$ cat src/design/exec_pkg.sv
package exec_pkg;

    typedef logic [31:0] xlen_t;
    typedef logic [4:0]  reg_idx_t;

    // major opcodes of the supported RV32I subset
    localparam logic [6:0] opc_op     = 7'b0110011;
    localparam logic [6:0] opc_op_imm = 7'b0010011;
    localparam logic [6:0] opc_lui    = 7'b0110111;
    localparam logic [6:0] opc_auipc  = 7'b0010111;
    localparam logic [6:0] opc_jal    = 7'b1101111;
    localparam logic [6:0] opc_jalr   = 7'b1100111;
    localparam logic [6:0] opc_branch = 7'b1100011;

    // branch conditions
    localparam logic [2:0] f3_beq  = 3'b000;
    localparam logic [2:0] f3_bne  = 3'b001;
    localparam logic [2:0] f3_blt  = 3'b100;
    localparam logic [2:0] f3_bge  = 3'b101;
    localparam logic [2:0] f3_bltu = 3'b110;
    localparam logic [2:0] f3_bgeu = 3'b111;

    // integer op funct3 codes
    localparam logic [2:0] f3_add_sub = 3'b000;
    localparam logic [2:0] f3_sll     = 3'b001;
    localparam logic [2:0] f3_slt     = 3'b010;
    localparam logic [2:0] f3_sltu    = 3'b011;
    localparam logic [2:0] f3_xor     = 3'b100;
    localparam logic [2:0] f3_srl_sra = 3'b101;
    localparam logic [2:0] f3_or      = 3'b110;
    localparam logic [2:0] f3_and     = 3'b111;

    typedef enum logic [3:0] {
        alu_add    = 4'd0,
        alu_sub    = 4'd1,
        alu_sll    = 4'd2,
        alu_slt    = 4'd3,
        alu_sltu   = 4'd4,
        alu_xor    = 4'd5,
        alu_srl    = 4'd6,
        alu_sra    = 4'd7,
        alu_or     = 4'd8,
        alu_and    = 4'd9,
        alu_pass_b = 4'd10
    } alu_op_e;

    typedef struct packed {
        logic  valid;
        xlen_t pc;
        xlen_t inst;
        xlen_t rs1_val;
        xlen_t rs2_val;
    } exec_issue_t;

    typedef struct packed {
        alu_op_e    alu_op;
        logic       a_is_pc;
        logic       b_is_imm;
        logic       is_branch;
        logic       is_jal;
        logic       is_jalr;
        logic [2:0] br_funct;
        reg_idx_t   rd;
        reg_idx_t   rs1;
        reg_idx_t   rs2;
        logic       reg_we;
        xlen_t      imm;
    } ctrl_t;

    typedef struct packed {
        logic     valid;
        logic     we;
        reg_idx_t rd;
        xlen_t    wdata;
    } exec_result_t;

    typedef struct packed {
        logic  valid;
        xlen_t target;
    } redirect_t;

endpackage

$ cat src/design/alu.sv
`timescale 1ns/1ps

module alu (
    input  exec_pkg::alu_op_e alu_op,
    input  exec_pkg::xlen_t   op_a,
    input  exec_pkg::xlen_t   op_b,
    output exec_pkg::xlen_t   alu_res
);

    logic [4:0] shamt;

    assign shamt = op_b[4:0];

    always_comb begin
        case (alu_op)
            exec_pkg::alu_add:    alu_res = op_a + op_b;
            exec_pkg::alu_sub:    alu_res = op_a - op_b;
            exec_pkg::alu_sll:    alu_res = op_a << shamt;
            exec_pkg::alu_slt:    alu_res = {31'b0, $signed(op_a) < $signed(op_b)};
            exec_pkg::alu_sltu:   alu_res = {31'b0, op_a < op_b};
            exec_pkg::alu_xor:    alu_res = op_a ^ op_b;
            exec_pkg::alu_srl:    alu_res = op_a >> shamt;
            exec_pkg::alu_sra:    alu_res = $signed(op_a) >>> shamt;
            exec_pkg::alu_or:     alu_res = op_a | op_b;
            exec_pkg::alu_and:    alu_res = op_a & op_b;
            // lui passes the immediate
            exec_pkg::alu_pass_b: alu_res = op_b;
            default:              alu_res = '0;
        endcase
    end

endmodule

$ cat src/design/branch_unit.sv
`timescale 1ns/1ps

module branch_unit (
    input  exec_pkg::exec_issue_t issue,
    input  exec_pkg::ctrl_t       ctrl,
    input  exec_pkg::xlen_t       rs1_fwd,
    input  exec_pkg::xlen_t       rs2_fwd,
    output logic                  br_taken,
    output exec_pkg::xlen_t       br_target
);

    logic            eq;
    logic            lt_s;
    logic            lt_u;
    logic            cond;
    exec_pkg::xlen_t jalr_sum;

    // comparator on forwarded operands
    assign eq   = (rs1_fwd == rs2_fwd);
    assign lt_s = ($signed(rs1_fwd) < $signed(rs2_fwd));
    assign lt_u = (rs1_fwd < rs2_fwd);

    always_comb begin
        case (ctrl.br_funct)
            exec_pkg::f3_beq:  cond = eq;
            exec_pkg::f3_bne:  cond = !eq;
            exec_pkg::f3_blt:  cond = lt_s;
            exec_pkg::f3_bge:  cond = !lt_s;
            exec_pkg::f3_bltu: cond = lt_u;
            exec_pkg::f3_bgeu: cond = !lt_u;
            // 010 and 011 are reserved encodings
            default:           cond = 1'b0;
        endcase
    end

    // jumps always leave the sequential path
    assign br_taken = ctrl.is_jal || ctrl.is_jalr || (ctrl.is_branch && cond);

    assign jalr_sum = rs1_fwd + ctrl.imm;

    always_comb begin
        if (ctrl.is_jalr) begin
            br_target = {jalr_sum[31:1], 1'b0};
        end else begin
            br_target = issue.pc + ctrl.imm;
        end
    end

endmodule

$ cat src/design/exec_commit.sv
`timescale 1ns/1ps

module exec_commit (
    input  logic                   clk,
    input  logic                   rst,
    input  exec_pkg::exec_issue_t  issue,
    input  exec_pkg::ctrl_t        ctrl,
    input  exec_pkg::xlen_t        alu_res,
    input  exec_pkg::xlen_t        br_target,
    input  logic                   br_taken,
    output exec_pkg::exec_result_t result,
    output exec_pkg::redirect_t    redirect
);

    logic            take;
    logic            is_jump;
    exec_pkg::xlen_t link_addr;

    // slot right behind a redirect is on the wrong path
    assign take      = issue.valid && !redirect.valid;
    assign is_jump   = ctrl.is_jal || ctrl.is_jalr;
    assign link_addr = issue.pc + 32'd4;

    always_ff @(posedge clk) begin
        result.rd       <= ctrl.rd;
        result.wdata    <= is_jump ? link_addr : alu_res;
        redirect.target <= br_target;
        if (rst) begin
            result.valid   <= 1'b0;
            result.we      <= 1'b0;
            redirect.valid <= 1'b0;
        end else begin
            result.valid   <= take;
            result.we      <= take && ctrl.reg_we;
            redirect.valid <= take && br_taken;
        end
    end

    // rd zero filtering happens back in decode
    a_we_needs_rd: assert property (@(posedge clk) disable iff (rst)
        result.we |-> (result.valid && (result.rd != '0)))
        else $error("exec_commit: write enable with rd 0 or invalid slot");

    // pc word alignment from the issuer plus even immediates
    a_target_even: assert property (@(posedge clk) disable iff (rst)
        redirect.valid |-> (redirect.target[0] == 1'b0))
        else $error("exec_commit: odd redirect target %h", redirect.target);

endmodule

$ cat src/design/exec_unit.sv
`timescale 1ns/1ps

module exec_unit (
    input  logic                   clk,
    input  logic                   rst,
    input  exec_pkg::exec_issue_t  issue,
    output exec_pkg::exec_result_t result,
    output exec_pkg::redirect_t    redirect
);

    exec_pkg::ctrl_t ctrl;
    exec_pkg::xlen_t rs1_fwd;
    exec_pkg::xlen_t rs2_fwd;
    exec_pkg::xlen_t op_a;
    exec_pkg::xlen_t op_b;
    exec_pkg::xlen_t alu_res;
    exec_pkg::xlen_t br_target;
    logic            br_taken;

    inst_decode u_decode (
        .issue (issue),
        .ctrl  (ctrl)
    );

    // registered result doubles as the forwarding source
    operand_select u_opsel (
        .issue    (issue),
        .ctrl     (ctrl),
        .result_q (result),
        .rs1_fwd  (rs1_fwd),
        .rs2_fwd  (rs2_fwd),
        .op_a     (op_a),
        .op_b     (op_b)
    );

    alu u_alu (
        .alu_op  (ctrl.alu_op),
        .op_a    (op_a),
        .op_b    (op_b),
        .alu_res (alu_res)
    );

    branch_unit u_branch (
        .issue     (issue),
        .ctrl      (ctrl),
        .rs1_fwd   (rs1_fwd),
        .rs2_fwd   (rs2_fwd),
        .br_taken  (br_taken),
        .br_target (br_target)
    );

    exec_commit u_commit (
        .clk       (clk),
        .rst       (rst),
        .issue     (issue),
        .ctrl      (ctrl),
        .alu_res   (alu_res),
        .br_target (br_target),
        .br_taken  (br_taken),
        .result    (result),
        .redirect  (redirect)
    );

endmodule

$ cat src/design/inst_decode.sv
`timescale 1ns/1ps

module inst_decode (
    input  exec_pkg::exec_issue_t issue,
    output exec_pkg::ctrl_t       ctrl
);

    logic [6:0]      opcode;
    logic [2:0]      funct3;
    logic            alt;
    exec_pkg::xlen_t imm_i;
    exec_pkg::xlen_t imm_u;
    exec_pkg::xlen_t imm_b;
    exec_pkg::xlen_t imm_j;

    assign opcode = issue.inst[6:0];
    assign funct3 = issue.inst[14:12];
    // funct7 bit 30 picks sub and sra
    assign alt    = issue.inst[30];

    assign imm_i = {{20{issue.inst[31]}}, issue.inst[31:20]};
    assign imm_u = {issue.inst[31:12], 12'b0};
    assign imm_b = {{19{issue.inst[31]}}, issue.inst[31], issue.inst[7],
                    issue.inst[30:25], issue.inst[11:8], 1'b0};
    assign imm_j = {{11{issue.inst[31]}}, issue.inst[31], issue.inst[19:12],
                    issue.inst[20], issue.inst[30:21], 1'b0};

    // sub only exists in the register form
    function automatic exec_pkg::alu_op_e int_op(input logic [2:0] f3,
                                                 input logic       f7_alt,
                                                 input logic       from_imm);
        case (f3)
            exec_pkg::f3_add_sub: return (f7_alt && !from_imm) ? exec_pkg::alu_sub
                                                               : exec_pkg::alu_add;
            exec_pkg::f3_sll:     return exec_pkg::alu_sll;
            exec_pkg::f3_slt:     return exec_pkg::alu_slt;
            exec_pkg::f3_sltu:    return exec_pkg::alu_sltu;
            exec_pkg::f3_xor:     return exec_pkg::alu_xor;
            exec_pkg::f3_srl_sra: return f7_alt ? exec_pkg::alu_sra : exec_pkg::alu_srl;
            exec_pkg::f3_or:      return exec_pkg::alu_or;
            default:              return exec_pkg::alu_and;
        endcase
    endfunction

    always_comb begin
        ctrl          = '0;
        ctrl.alu_op   = exec_pkg::alu_add;
        ctrl.br_funct = funct3;
        ctrl.rd       = issue.inst[11:7];
        ctrl.rs1      = issue.inst[19:15];
        ctrl.rs2      = issue.inst[24:20];
        case (opcode)
            exec_pkg::opc_op: begin
                ctrl.alu_op = int_op(funct3, alt, 1'b0);
                ctrl.reg_we = 1'b1;
            end
            exec_pkg::opc_op_imm: begin
                ctrl.alu_op   = int_op(funct3, alt, 1'b1);
                ctrl.b_is_imm = 1'b1;
                ctrl.imm      = imm_i;
                ctrl.reg_we   = 1'b1;
            end
            exec_pkg::opc_lui: begin
                ctrl.alu_op   = exec_pkg::alu_pass_b;
                ctrl.b_is_imm = 1'b1;
                ctrl.imm      = imm_u;
                ctrl.reg_we   = 1'b1;
            end
            exec_pkg::opc_auipc: begin
                ctrl.a_is_pc  = 1'b1;
                ctrl.b_is_imm = 1'b1;
                ctrl.imm      = imm_u;
                ctrl.reg_we   = 1'b1;
            end
            exec_pkg::opc_jal: begin
                ctrl.is_jal = 1'b1;
                ctrl.imm    = imm_j;
                ctrl.reg_we = 1'b1;
            end
            exec_pkg::opc_jalr: begin
                ctrl.is_jalr = 1'b1;
                ctrl.imm     = imm_i;
                ctrl.reg_we  = 1'b1;
            end
            exec_pkg::opc_branch: begin
                ctrl.is_branch = 1'b1;
                ctrl.imm       = imm_b;
            end
            // anything else is a bubble
            default: ctrl.reg_we = 1'b0;
        endcase
        // x0 is never written
        if (ctrl.rd == '0) begin
            ctrl.reg_we = 1'b0;
        end
    end

endmodule

$ cat src/design/operand_select.sv
`timescale 1ns/1ps

module operand_select (
    input  exec_pkg::exec_issue_t  issue,
    input  exec_pkg::ctrl_t        ctrl,
    input  exec_pkg::exec_result_t result_q,
    output exec_pkg::xlen_t        rs1_fwd,
    output exec_pkg::xlen_t        rs2_fwd,
    output exec_pkg::xlen_t        op_a,
    output exec_pkg::xlen_t        op_b
);

    logic fwd_rs1;
    logic fwd_rs2;

    // previous result bypasses the register file value
    assign fwd_rs1 = result_q.valid && result_q.we
                     && (result_q.rd == ctrl.rs1) && (ctrl.rs1 != '0);
    assign fwd_rs2 = result_q.valid && result_q.we
                     && (result_q.rd == ctrl.rs2) && (ctrl.rs2 != '0);

    assign rs1_fwd = fwd_rs1 ? result_q.wdata : issue.rs1_val;
    assign rs2_fwd = fwd_rs2 ? result_q.wdata : issue.rs2_val;

    // auipc takes pc as A
    always_comb begin
        if (ctrl.a_is_pc) begin
            op_a = issue.pc;
        end else begin
            op_a = rs1_fwd;
        end
    end

    always_comb begin
        if (ctrl.b_is_imm) begin
            op_b = ctrl.imm;
        end else begin
            op_b = rs2_fwd;
        end
    end

endmodule

$ cat config.mk
export PLATFORM = sky130hd
export DESIGN_NAME = exec_unit
export DESIGN_NICKNAME = d
export VERILOG_FILES = /design/src/design/exec_pkg.sv /design/src/design/alu.sv /design/src/design/branch_unit.sv /design/src/design/exec_commit.sv /design/src/design/exec_unit.sv /design/src/design/inst_decode.sv /design/src/design/operand_select.sv
export SDC_FILE = /design/constraint.sdc
export NUM_CORES = 1
export LEC_CHECK = 0
export BUFFER_PORTS_ARGS = -buffer_cell sky130_fd_sc_hd__buf_4
export CAP_MARGIN = 25
export CORE_MARGIN = 3
export CORE_UTILIZATION = 44
export DETAILED_ROUTE_END_ITERATION = 12
export PLACE_DENSITY = 0.65
export SLEW_MARGIN = 10
export SYNTH_ARGS = -nofsm -noshare
export SYNTH_HDL_FRONTEND = slang
export SYNTH_SLANG_ARGS = --single-unit
$ cat constraint.sdc
create_clock -name clk -period 4.7 [get_ports clk]
set_input_delay 0.235 -clock clk [delete_from_list [all_inputs] [get_ports clk]]
set_output_delay 0.235 -clock clk [all_outputs]
set_load 0.05 [all_outputs]
==> results.ini <==
[die]
initial_core_util_pct = 44.7
die_h_microns = 210
die-area_sq_um = 44200
rows = 74
core_sq_um = 41000
die_x_microns = 210
io_pins = 203

[synthesis]
synth_area_leaders = ha_1 14%, dfxtp_1 7.9%, mux2i_1 7.6%, a21oi_1 6.3%, nor2_1 5.8%
yosys.area.top_type_share_pct = 13.5
synthFlopType = dfxtp_1
yosys.area.top_type = ha_1
synth_cells = 2653
synthesis.area_sq_um = 18300
avgSynthCellArea_sq_um = 6.91
synth.distinct_cells = 99
yosysWarnings = 0
ys_ff_latch = 72
syn-num-nets = 2986
synth-edff-count = 0
ys_seq_area_share_pct = 7.86
synthArstFlopShare_pct = 0

[detailed_routing]
antenna_left = 0
drt_iter0_drc = 3194
first_pass_iters = 6
routed_wl_microns = 106000
via_count = 24500
viasPerCell = 6.82
drcViolationCount = 0
wire_per_inst_microns = 29.6

[clock_network]
clock-sinks = 72
cts_tree = built
clock-root-buffer = clkbuf_16
h-tree-depth = 3
path_clk_slew_ps = 70
clk_latency_ps = 370
clk_path_buf_depth = 2
cts_buffers = 9

[pwr]
p_clk_share_pct = 17.4
power_density_nw_per_um2 = 192
finalPower_uw = 4590
ir_drop_v = 0.000180
p_leak_uw = 0.0111
seqPwrFrac_pct = 18.4
swShare_pct = 50.0
p_switching_uw = 2300
p_comb_share_pct = 64.2
p_int_uw = 2290

[critical_path]
cp-end-kind = flip-flop
cp.arrival_ps = 5080
critPathMostFrequentCell = a21o_1
critical_path.max_stage_delay_ps = 400
path_class = reg2reg
path_cells = or2_1 > o21a_1 > buf_4 > o31ai_2 > a31o_2 > inv_1 > ha_1 > nor2b_1 > o2111ai_1 > nand3_2 > a21o_1 > a41oi_2 > nor2_2 > a221oi_4 > o31ai_4 > a2111o_1 > a21o_1 > a32oi_1
crit_path_max_fanout = 6
cp.required_ps = 4990
critPathSlowestCell = a2111o_1
cp-start-kind = flip-flop

[place]
dp_worst_setup_slack_ps = -372
place_inst = 3550
hpwl_microns = 86200
dpl_cell_area_sq_um = 22600
gp_congestion = 1.08
portBuffers = 202

[sta]
fin_ws_ps = -88.7
hold_viol_final = 0
slew_viol_final = 0
slew_headroom_pct = 29.5
finalSetupViolations = 2
tightestPinTransition_ps = 1060
fin_skew_ps = 17.5
period_needed_ps = 4790
max_freq_mhz = 209
rsz0062_at_grt = true
finalCritPeriodShare_pct = 102

[global_routing]
grt.overflow.total = 0
grt_use_total_pct = 45.7
grt_start_max_net_pins = 85
grt_pass1_vias = 23100
grt_first_pass_wirelength_microns = 152000
antenna_found_initial = 1

[worst_hold_path]
hold_class = in2reg

[final_layout]
layout.cells.most_common = buf_4
nets = 3386
fin_area_sq_um = 24000
n_fill_cell = 3878
syn_to_final_growth_pct = 30.7
final_cell_mix = 559 x buf_4, 276 x nor2_1, 218 x nand2_1, 215 x a21oi_1, 183 x o21ai_0
finish.utilization_pct = 58.4
final_cell_count_no_fill = 3592
drive_gt1_share_pct = 26.8

[job]
max_cap_viol_count = 0

[status]
violations = negative setup slack
status = complete, but fails checks

## stage by stage
| stage | setup TNS [ps] | hold WS [ps] |
|---|---|---|
| floorplan | -52.0 | 263 |
| global placement | -1020 | 375 |
| detailed placement | -1750 | 378 |
| CTS | -69.6 | 0.0896 |
| global route | -519 | 8.67 |
| finish | -135 | 16.2 |
## routing by layer
metal  vias up  track usage [%]  part of all wire (%)
met2      1772             71.2                    43
met4         0             29.8                   8.0
met5         -                0                     0
met1     11600             56.5                    37
li1      10700                -                     -
met3       455             10.9                    12
## Yosys cell counts, drive strengths merged, types with 26 or more instances
cell and number:
mux2i 142, nor2 282, nor4 26, o211ai 31, a211oi 51, clkbuf 106
a221oi 29, nand4 42, xor2 40, o22ai 28, xnor2 55, a21oi 232
buf 79, nand2b 31, a31oi 39, o21a 27, o31ai 38, dfxtp 72
a21o 89, nand2 221, nand3 58, ha 198, inv 116, nor3 57
o21ai 207
## state kept, by name, indices dropped and copies added, names as in the netlist
register and flops:
u_commit.redirect 33, u_commit.result 39
## critical path, delay by kind of cell (launching register included)
kind,cells,cell delay (ps)
AO/OA/AOI/OAI,11,3050
AND/OR/NAND/NOR,4,670
flip-flops,1,350
adder cells (fa/ha/maj),1,320
buffers and inverters,2,290
## kinds of logic (layout without fill, tap and decap cells)
logic type                 Yosys count  in the layout  share of synthesized area [%]
buffers and inverters              305            710                           7.19
adders and majority gates          202            202                           14.0
and+or+nand+nor                    838            838                           21.4
AOI/OAI and AO/OA                  973            973                           35.4
xor gates and xnor gates            95             95                           4.54
DFF                                 72             72                           7.86
other                                0              2                              0
muxes                              168            168                           9.58
## area by class of cell
| class | instances | area (sq um) | area share, % |
|---|---|---|---|
| clock inverters | 3 | 45.0 | 0.188 |
| diodes | 2 | 5.00 | 0.0209 |
| clock buffers | 13 | 292 | 1.22 |
| multi-input cells | 2276 | 16600 | 69.1 |
| flip-flops and latches | 72 | 1460 | 6.10 |
| well taps | 532 | 666 | 2.78 |
| inverters | 120 | 465 | 1.94 |
| repair buffers | 574 | 4470 | 18.7 |
## path summary, 6_finish.rpt
check,startpoint,endpoint,slack (ps),cells after the start
worst max-delay path,u_commit.result[36],u_commit.result[29],-90,18
worst min register to register,u_commit.redirect[32],u_commit.result[38],450,1
worst min-delay path,issue[74],u_commit.result[35],20,1
worst max register to register,u_commit.result[36],u_commit.result[29],-90,18
## power by group through the flow
stage | registers (uW) | logic, uW | clock network [uW]
final | 844 | 2950 | 801
after global routing | 840 | 3070 | 819
after CTS | 822 | 2740 | 801
after detailed placement | 832 | 2680 | 0
after global placement | 831 | 2660 | 0
after floorplan | 1060 | 1300 | 0
## repair_timing
| action | 4_1_cts | 5_1_grt |
|---|---|---|
| pin swaps | 16 | 66 |
| setup endpoints to repair | 11 | 25 |
| hold buffers | 0 | 0 |
| buffers inserted | 7 | 18 |
| resized for setup | 46 | 125 |
| gates cloned | 1 | 0 |
No activity file was read; power rests on OpenSTA's default activity.
